**config.mk**
```make
export PLATFORM = sky130hd
export DESIGN_NAME = cpu_core
export DESIGN_NICKNAME = d
export VERILOG_FILES = /design/src/cpu_pkg.sv /design/src/fetch_unit.sv /design/src/decode_unit.sv /design/src/register_file.sv /design/src/alu_unit.sv /design/src/branch_unit.sv /design/src/load_store_unit.sv /design/src/core_control.sv /design/src/cpu_core.sv
export SDC_FILE = /design/constraint.sdc
export NUM_CORES = 2
export LEC_CHECK = 0
export BUFFER_PORTS_ARGS = -buffer_cell sky130_fd_sc_hd__buf_4
export CAP_MARGIN = 20
export CORE_MARGIN = 5
export CORE_UTILIZATION = 50
export DETAILED_ROUTE_END_ITERATION = 10
export PLACE_DENSITY = 0.66
export RECOVER_POWER = 50
export SLEW_MARGIN = 40
export SYNTH_ARGS = -nofsm -noshare
export SYNTH_HDL_FRONTEND = slang
export SYNTH_SLANG_ARGS = --single-unit
```
**constraint.sdc**
```tcl
create_clock -name clk -period 8.95 [get_ports clk]
set_clock_uncertainty 0.05 [all_clocks]
set_input_delay 1.3425 -clock clk [delete_from_list [all_inputs] [get_ports clk]]
set_output_delay 1.3425 -clock clk [all_outputs]
set_load 0.01 [all_outputs]
```
**src/cpu_pkg.sv**
```systemverilog
package cpu_pkg;

    ////////////////////
    // Widths and types

    localparam int XLEN     = 32;
    localparam int NUM_REGS = 32;

    typedef logic [XLEN-1:0] word_t;
    typedef logic [4:0]      reg_addr_t;

    localparam word_t RESET_PC = 32'h0000_0000;
    localparam word_t PC_STEP  = 32'd4;

    ////////////////////
    // Encodings

    // Major opcodes of the supported subset
    localparam logic [6:0] OPC_OP     = 7'b0110011;
    localparam logic [6:0] OPC_OP_IMM = 7'b0010011;
    localparam logic [6:0] OPC_LUI    = 7'b0110111;
    localparam logic [6:0] OPC_LOAD   = 7'b0000011;
    localparam logic [6:0] OPC_STORE  = 7'b0100011;
    localparam logic [6:0] OPC_BRANCH = 7'b1100011;
    localparam logic [6:0] OPC_JAL    = 7'b1101111;

    // funct3 and funct7 values
    localparam logic [2:0] F3_ADD_SUB = 3'b000;
    localparam logic [2:0] F3_SLT     = 3'b010;
    localparam logic [2:0] F3_XOR     = 3'b100;
    localparam logic [2:0] F3_OR      = 3'b110;
    localparam logic [2:0] F3_AND     = 3'b111;
    localparam logic [2:0] F3_WORD    = 3'b010;
    localparam logic [2:0] F3_BEQ     = 3'b000;
    localparam logic [2:0] F3_BNE     = 3'b001;
    localparam logic [6:0] F7_BASE    = 7'b0000000;
    localparam logic [6:0] F7_SUB     = 7'b0100000;

    ////////////////////
    // Operations and state

    typedef enum logic [2:0] {
        ALU_ADD, ALU_SUB, ALU_AND, ALU_OR, ALU_XOR, ALU_SLT, ALU_PASS_B
    } alu_op_t;

    typedef enum logic [1:0] {BR_NONE, BR_EQ, BR_NE, BR_JAL} branch_op_t;

    typedef enum logic [1:0] {ST_FETCH, ST_DECODE, ST_EXECUTE, ST_LOAD_WAIT} core_state_t;

    typedef struct packed {
        reg_addr_t  rs1;
        reg_addr_t  rs2;
        reg_addr_t  rd;
        word_t      imm;
        logic       use_imm;
        alu_op_t    alu_op;
        branch_op_t branch_op;
        logic       is_load;
        logic       is_store;
        logic       reg_write;
    } decode_t;

    // Memory ports, no handshake
    typedef struct packed {
        logic  en;
        word_t addr;
    } imem_req_t;

    typedef struct packed {
        logic  en;
        logic  we;
        word_t addr;
        word_t wdata;
    } dmem_req_t;

endpackage

```
**src/fetch_unit.sv**
```systemverilog
`timescale 1ns/100ps

module fetch_unit
    import cpu_pkg::*;
(
    input  logic      clk,
    input  logic      rst_n,
    input  logic      fetch_en,
    input  logic      pc_update,
    input  word_t     next_pc,
    output word_t     pc,
    output imem_req_t imem_req
);

    word_t pc_q;

    // Program counter, moves once per instruction
    always_ff @(posedge clk or negedge rst_n) begin
        if (!rst_n) begin
            pc_q <= RESET_PC;
        end else if (pc_update) begin
            pc_q <= next_pc;
        end
    end

    assign pc = pc_q;

    // Request strobe comes straight from the sequencer
    always_comb begin
        imem_req.en   = fetch_en;
        imem_req.addr = pc_q;
    end

endmodule

```
**src/decode_unit.sv**
```systemverilog
`timescale 1ns/100ps

module decode_unit
    import cpu_pkg::*;
(
    input  word_t   instr,
    output decode_t dec
);

    logic [6:0] opcode;
    logic [2:0] funct3;
    logic [6:0] funct7;
    word_t      imm_i;
    word_t      imm_s;
    word_t      imm_b;
    word_t      imm_u;
    word_t      imm_j;

    assign opcode = instr[6:0];
    assign funct3 = instr[14:12];
    assign funct7 = instr[31:25];

    ////////////////////
    // Immediates, all sign-extended from bit 31
    assign imm_i = {{20{instr[31]}}, instr[31:20]};
    assign imm_s = {{20{instr[31]}}, instr[31:25], instr[11:7]};
    assign imm_b = {{19{instr[31]}}, instr[31], instr[7], instr[30:25], instr[11:8], 1'b0};
    assign imm_u = {instr[31:12], 12'b0};
    assign imm_j = {{11{instr[31]}}, instr[31], instr[19:12], instr[20], instr[30:21], 1'b0};

    ////////////////////
    // Control fields
    always_comb begin
        dec.rs1       = instr[19:15];
        dec.rs2       = instr[24:20];
        dec.rd        = instr[11:7];
        dec.imm       = '0;
        dec.use_imm   = 1'b0;
        dec.alu_op    = ALU_ADD;
        dec.branch_op = BR_NONE;
        dec.is_load   = 1'b0;
        dec.is_store  = 1'b0;
        dec.reg_write = 1'b0;

        // Anything not matched below falls through as a no-op
        case (opcode)
            OPC_OP: begin
                dec.reg_write = 1'b1;
                if (funct3 == F3_ADD_SUB && funct7 == F7_BASE) dec.alu_op = ALU_ADD;
                else if (funct3 == F3_ADD_SUB && funct7 == F7_SUB) dec.alu_op = ALU_SUB;
                else if (funct3 == F3_AND && funct7 == F7_BASE) dec.alu_op = ALU_AND;
                else if (funct3 == F3_OR && funct7 == F7_BASE) dec.alu_op = ALU_OR;
                else if (funct3 == F3_XOR && funct7 == F7_BASE) dec.alu_op = ALU_XOR;
                else if (funct3 == F3_SLT && funct7 == F7_BASE) dec.alu_op = ALU_SLT;
                else dec.reg_write = 1'b0;
            end
            OPC_OP_IMM: begin
                dec.imm       = imm_i;
                dec.use_imm   = 1'b1;
                dec.reg_write = (funct3 == F3_ADD_SUB);
            end
            OPC_LUI: begin
                dec.imm       = imm_u;
                dec.use_imm   = 1'b1;
                dec.alu_op    = ALU_PASS_B;
                dec.reg_write = 1'b1;
            end
            OPC_LOAD: begin
                dec.imm       = imm_i;
                dec.use_imm   = 1'b1;
                dec.is_load   = (funct3 == F3_WORD);
                dec.reg_write = (funct3 == F3_WORD);
            end
            OPC_STORE: begin
                dec.imm      = imm_s;
                dec.use_imm  = 1'b1;
                dec.is_store = (funct3 == F3_WORD);
            end
            OPC_BRANCH: begin
                dec.imm = imm_b;
                if (funct3 == F3_BEQ) dec.branch_op = BR_EQ;
                else if (funct3 == F3_BNE) dec.branch_op = BR_NE;
            end
            OPC_JAL: begin
                dec.imm       = imm_j;
                dec.branch_op = BR_JAL;
                dec.reg_write = 1'b1;
            end
            default: ;
        endcase
    end

endmodule

```
**src/register_file.sv**
```systemverilog
`timescale 1ns/100ps

module register_file
    import cpu_pkg::*;
(
    input  logic      clk,
    input  logic      rst_n,
    input  reg_addr_t rs1,
    input  reg_addr_t rs2,
    output word_t     rs1_data,
    output word_t     rs2_data,
    input  logic      we,
    input  reg_addr_t rd,
    input  word_t     wdata
);

    word_t regs [NUM_REGS];

    always_ff @(posedge clk or negedge rst_n) begin
        if (!rst_n) begin
            for (int i = 0; i < NUM_REGS; i++) begin
                regs[i] <= '0;
            end
        end else if (we && rd != '0) begin
            regs[rd] <= wdata;
        end
    end

    // x0 always reads as zero
    assign rs1_data = (rs1 == '0) ? '0 : regs[rs1];
    assign rs2_data = (rs2 == '0) ? '0 : regs[rs2];

endmodule

```
**src/alu_unit.sv**
```systemverilog
`timescale 1ns/100ps

module alu_unit
    import cpu_pkg::*;
(
    input  decode_t dec,
    input  word_t   rs1_data,
    input  word_t   rs2_data,
    output word_t   result
);

    word_t op_b;
    logic  lt;

    // Immediate forms and memory addressing take the immediate
    assign op_b = dec.use_imm ? dec.imm : rs2_data;
    assign lt   = $signed(rs1_data) < $signed(op_b);

    always_comb begin
        case (dec.alu_op)
            ALU_ADD:    result = rs1_data + op_b;
            ALU_SUB:    result = rs1_data - op_b;
            ALU_AND:    result = rs1_data & op_b;
            ALU_OR:     result = rs1_data | op_b;
            ALU_XOR:    result = rs1_data ^ op_b;
            ALU_SLT:    result = {{(XLEN-1){1'b0}}, lt};
            ALU_PASS_B: result = op_b;
            default:    result = rs1_data + op_b;
        endcase
    end

endmodule

```
**src/branch_unit.sv**
```systemverilog
`timescale 1ns/100ps

module branch_unit
    import cpu_pkg::*;
(
    input  decode_t dec,
    input  word_t   pc,
    input  word_t   rs1_data,
    input  word_t   rs2_data,
    output word_t   next_pc,
    output word_t   link
);

    logic equal;
    logic taken;

    assign equal = (rs1_data == rs2_data);

    // JAL is always taken
    assign taken = (dec.branch_op == BR_EQ && equal) ||
                   (dec.branch_op == BR_NE && !equal) ||
                   (dec.branch_op == BR_JAL);

    assign link    = pc + PC_STEP;
    assign next_pc = taken ? pc + dec.imm : link;

endmodule

```
**src/load_store_unit.sv**
```systemverilog
`timescale 1ns/100ps

module load_store_unit
    import cpu_pkg::*;
(
    input  logic      clk,
    input  logic      rst_n,
    input  logic      exec_en,
    input  decode_t   dec,
    input  word_t     addr,
    input  word_t     store_data,
    output dmem_req_t dmem_req,
    input  word_t     dmem_rdata,
    output word_t     load_data
);

    logic load_pending;

    ////////////////////
    // Request, only in the execute cycle
    always_comb begin
        dmem_req.en    = exec_en && (dec.is_load || dec.is_store);
        dmem_req.we    = exec_en && dec.is_store;
        dmem_req.addr  = addr;
        dmem_req.wdata = store_data;
    end

    ////////////////////
    // Return path
    // Memory answers one cycle after the read strobe
    always_ff @(posedge clk or negedge rst_n) begin
        if (!rst_n) begin
            load_pending <= 1'b0;
        end else begin
            load_pending <= exec_en && dec.is_load;
        end
    end

    assign load_data = load_pending ? dmem_rdata : '0;

endmodule

```
**src/core_control.sv**
```systemverilog
`timescale 1ns/100ps

module core_control
    import cpu_pkg::*;
(
    input  logic    clk,
    input  logic    rst_n,
    input  word_t   instr_rdata,
    input  decode_t dec,
    output word_t   instr,
    output logic    fetch_en,
    output logic    pc_update,
    output logic    exec_en,
    output logic    reg_we,
    output logic    wb_from_load,
    output core_state_t state
);

    core_state_t next_state;

    ////////////////////
    // Sequencer FSM
    always_ff @(posedge clk or negedge rst_n) begin
        if (!rst_n) begin
            state <= ST_FETCH;
        end else begin
            state <= next_state;
        end
    end

    always_comb begin
        case (state)
            ST_FETCH:     next_state = ST_DECODE;
            ST_DECODE:    next_state = ST_EXECUTE;
            ST_EXECUTE:   next_state = dec.is_load ? ST_LOAD_WAIT : ST_FETCH;
            ST_LOAD_WAIT: next_state = ST_FETCH;
            default:      next_state = ST_FETCH;
        endcase
    end

    // Instruction word arrives in the decode cycle
    always_ff @(posedge clk) begin
        if (state == ST_DECODE) begin
            instr <= instr_rdata;
        end
    end

    ////////////////////
    // Strobes
    assign fetch_en     = (state == ST_FETCH);
    assign pc_update    = (state == ST_EXECUTE);
    assign exec_en      = (state == ST_EXECUTE);
    assign wb_from_load = (state == ST_LOAD_WAIT);
    assign reg_we       = dec.reg_write &&
                          ((state == ST_EXECUTE && !dec.is_load) || state == ST_LOAD_WAIT);

endmodule

```
**src/cpu_core.sv**
```systemverilog
`timescale 1ns/100ps

module cpu_core
    import cpu_pkg::*;
(
    input  logic      clk,
    input  logic      rst_n,
    output imem_req_t imem_req,
    input  word_t     instr_rdata,
    output dmem_req_t dmem_req,
    input  word_t     dmem_rdata
);

    word_t       pc;
    word_t       next_pc;
    word_t       link;
    word_t       instr;
    word_t       rs1_data;
    word_t       rs2_data;
    word_t       alu_result;
    word_t       load_data;
    word_t       wb_data;
    decode_t     dec;
    logic        fetch_en;
    logic        pc_update;
    logic        exec_en;
    logic        reg_we;
    logic        wb_from_load;

    ////////////////////
    // Fetch and control
    fetch_unit u_fetch (
        .clk       (clk),
        .rst_n     (rst_n),
        .fetch_en  (fetch_en),
        .pc_update (pc_update),
        .next_pc   (next_pc),
        .pc        (pc),
        .imem_req  (imem_req)
    );

    core_control u_control (
        .clk          (clk),
        .rst_n        (rst_n),
        .instr_rdata  (instr_rdata),
        .dec          (dec),
        .instr        (instr),
        .fetch_en     (fetch_en),
        .pc_update    (pc_update),
        .exec_en      (exec_en),
        .reg_we       (reg_we),
        .wb_from_load (wb_from_load),
        .state        ()
    );

    decode_unit u_decode (
        .instr (instr),
        .dec   (dec)
    );

    ////////////////////
    // Registers and execution
    register_file u_regs (
        .clk      (clk),
        .rst_n    (rst_n),
        .rs1      (dec.rs1),
        .rs2      (dec.rs2),
        .rs1_data (rs1_data),
        .rs2_data (rs2_data),
        .we       (reg_we),
        .rd       (dec.rd),
        .wdata    (wb_data)
    );

    alu_unit u_alu (
        .dec      (dec),
        .rs1_data (rs1_data),
        .rs2_data (rs2_data),
        .result   (alu_result)
    );

    branch_unit u_branch (
        .dec      (dec),
        .pc       (pc),
        .rs1_data (rs1_data),
        .rs2_data (rs2_data),
        .next_pc  (next_pc),
        .link     (link)
    );

    load_store_unit u_lsu (
        .clk        (clk),
        .rst_n      (rst_n),
        .exec_en    (exec_en),
        .dec        (dec),
        .addr       (alu_result),
        .store_data (rs2_data),
        .dmem_req   (dmem_req),
        .dmem_rdata (dmem_rdata),
        .load_data  (load_data)
    );

    // Writeback source
    assign wb_data = wb_from_load ? load_data :
                     (dec.branch_op == BR_JAL) ? link : alu_result;

endmodule

```
==> impl_metrics.yaml <==
status:
  run_status: "finished, violations left"
  violations: "capacitance limit, slew limit"
critical_path:
  crit_type: "flip-flop to primary output"
  rrSetupSlack_ns: 1.49
  path_max_fanout: 15
  cp-start-kind: "flip-flop"
  r2r_cells: 19
  r2r-start: "u_control.instr[23]$_DFFE_PN_"
  required_ns: 7.56
  critPathArrivalTime_ns: 7.22
  worstSetupEndpointType: "primary output"
  rr_endpoint: "u_regs.regs[157]$_DFFE_PN0P_"
placed_design:
  post-place-ws_ns: 1.28
  dpl.hpwl_um: 158000
  gp_congestion: 0.979
  io_buffers: 164
routing:
  drcViolationCount: 0
  drtPass1Iterations: 8
  drtAntennaViolNets: 0
  viasPerCell: 6.66
  drtIter0Drc: 6405
  vias: 53300
  routed_wl_um: 230000
  routedWlPerCell_um: 28.7
finish:
  syn_to_final_growth_pct: 10.7
  n_antenna_cell: 0
  drive_gt1_share_pct: 19.2
  num-nets-final: 6438
logic_synthesis:
  ys_ff_latch: 1091
  synthCells: 6348
  synth_edf_count: 32
  synth_area_leaders: "dfrtp_1 (41%), mux4_2 (15%), o21ai_0 (5.8%)"
  syn_nets: 6551
  ys_warn_count: 0
  yosysMostFrequentCell: "dfrtp_1"
  yosysTopAreaCell: "dfrtp_1"
  synth.distinct_cells: 84
  syn_avg_cell_area_sq_um: 10.1
  ys.flop_type: "dfrtp_1"
  yosys-top-cells-count: "dfrtp_1 (1,059), nand2_1 (956), o21ai_0 (740)"
  postSynth.asyncResetShare_pct: 97.1
  syn_area_sq_um: 64200
  synth_seq_area_share_pct: 42.8
  synth_top_area_share_pct: 41.3
sta:
  rsz0062_at_grt: "no"
  finalCritPeriodShare_pct: 96.2
  finalSetupViolations: 0
  slew_viol_final: 605
  setup_tns_ns: 0
  worstMarginPinSlew_ns: 4.03
  fmax_ghz: 0.116
  relSlewSlack_pct: -169
  setup_ws_ns: 0.342
  min_period_ns: 8.61
  finalHoldViolCount: 0
cts:
  cts.clk_slew.worst_paths_ns: 0.06
  cts_resized: 0
  hold_buffers: 0
  post_cts_buffers: 0
  clk_latency_ns: 0.76
  clockRootBuffer: "clkbuf_16"
  cts_buffers: 116
  cts.sinks: 1091
  cts_htree_levels: 3
  cts.path.max_buffers: 3
  cts_tree: "built"
pwr:
  leakage_nw: 29.6
  finalPower_mw: 22.4
  ir_worst_vdd_mv: 0.304
  p_per_area_nw_per_um2: 316
worst_hold_path:
  min_path_type: "flip-flop to flip-flop"
  holdPathStages: 0
  min-delay-start: "u_regs.regs[1007]$_DFFE_PN0P_"
  hold-path-endpoint: "u_regs.regs[1007]$_DFFE_PN0P_"
floorplan:
  coreArea_sq_um: 128000
  die_area_sq_um: 136000
  chipWidth_um: 368
  start_util_pct: 50.4
  die_h_um: 368
  fp-row-count: 131
  io_pins: 165
global_routing:
  grt_pass1_wl_um: 342000
  grt_pass1_vias: 51100
  grt_start_max_net_pins: 152
  grt_util_all_layers_pct: 33.3
  antenna_found_initial: 6
  overflow: 0
run:
  cap_viol_max_count: 11
how the worst max path moves through the flow:
stage	start	slack (ns)	cells after the start	to
global route	u_control.instr[22]$_DFFE_PN_	0.11	21	dmem_req[62]
finish	u_control.instr[23]$_DFFE_PN_	0.34	17	dmem_req[61]
CTS	u_control.instr[20]$_DFFE_PN_	0.42	18	dmem_req[61]
detailed placement	u_control.instr[20]$_DFFE_PN_	1.28	20	dmem_req[56]
global placement	u_control.instr[20]$_DFFE_PN_	1.33	18	dmem_req[61]
floorplan	u_control.instr[6]$_DFFE_PN_	2.45	18	dmem_req[61]
power by group:
part           switching [mW]  internal (mW)
Clock                    2.12           3.00
Sequential              0.327           5.21
Combinational            8.09           3.69
Total                    10.5           11.9
flip-flops by register name, summed over array words and instances (netlist names):
name	count
u_control.instr	32
u_control.state	2
u_fetch.pc	32
u_lsu.load_pending	1
u_regs.regs	1024
per-stage QoR:
step           cell area (sq um)  util [%]  std cells  hold WS (ns)
2_1_floorplan              64200         -       6348         0.375
6_report                   71100      55.8       7996         0.323
4_1_cts                    71400      56.0       7994         0.327
5_1_grt                    71100      55.8       7996         0.330
3_3_place_gp               67100      52.6       7767         0.310
3_5_place_dp               67400      52.8       7777         0.313
layer usage:
metal  routed length, um  GRT usage (%)
met1               92400           46.2
met5                  96          0.392
met2              102000           50.9
met4               10500           13.4
met3               24700           8.00
kinds of logic after synthesis:
kind of cell	after synthesis	share of synthesized area [%]
flops	1091	42.8
fa+ha+maj	138	2.72
mux	750	20.3
buf+inv	777	5.01
compound gates	1742	16.5
xor+xnor	98	1.34
simple gates	1752	11.5
worst max-delay path: stages (launching register included):
cell and delay, ns:
edfxtp_1 0.77, or3b_2 0.71, o221ai_1 0.23, a211o_1 0.35
and3_1 0.27, a222oi_1 0.58, ha_1 0.39, o21bai_1 0.15
a21oi_1 0.16, o21ai_0 0.39, a21oi_1 0.17, or3_1 0.48
a211oi_1 0.51, a311oi_1 0.37, a21bo_2 0.29, a311o_1 0.33
a21o_1 0.16, buf_4 0.14
cells in the final DEF, fill, tap and decap left out, types with 32 or more instances in the layout:
cell and instances:
edfxtp_1 32, xor2_1 50, a221oi_1 37, a21oi_1 350, o21ai_0 738, clkbuf_16 118, mux2_2 161, a22oi_1 106
nand3_1 127, buf_4 281, mux4_2 424, nor2_1 416, mux2i_1 165, a21o_1 34, o31ai_1 43, o221ai_1 35
a211o_1 40, nand2_1 949, dfrtp_1 1059, ha_1 134, a22o_1 45, inv_1 160, clkbuf_1 72, a31oi_1 85
xnor2_1 48
layout make-up:
cell class | count | area, sq um
Clock buffer | 155 | 3240
Clock inverter | 62 | 788
Fill cell | 11000 | 56400
Inverter | 161 | 604
Multi-Input combinational cell | 4480 | 34000
Sequential cell | 1091 | 27500
Tap cell | 1662 | 2080
Timing Repair Buffer | 385 | 2970
Note: power is estimated with default switching activity, not from simulation.
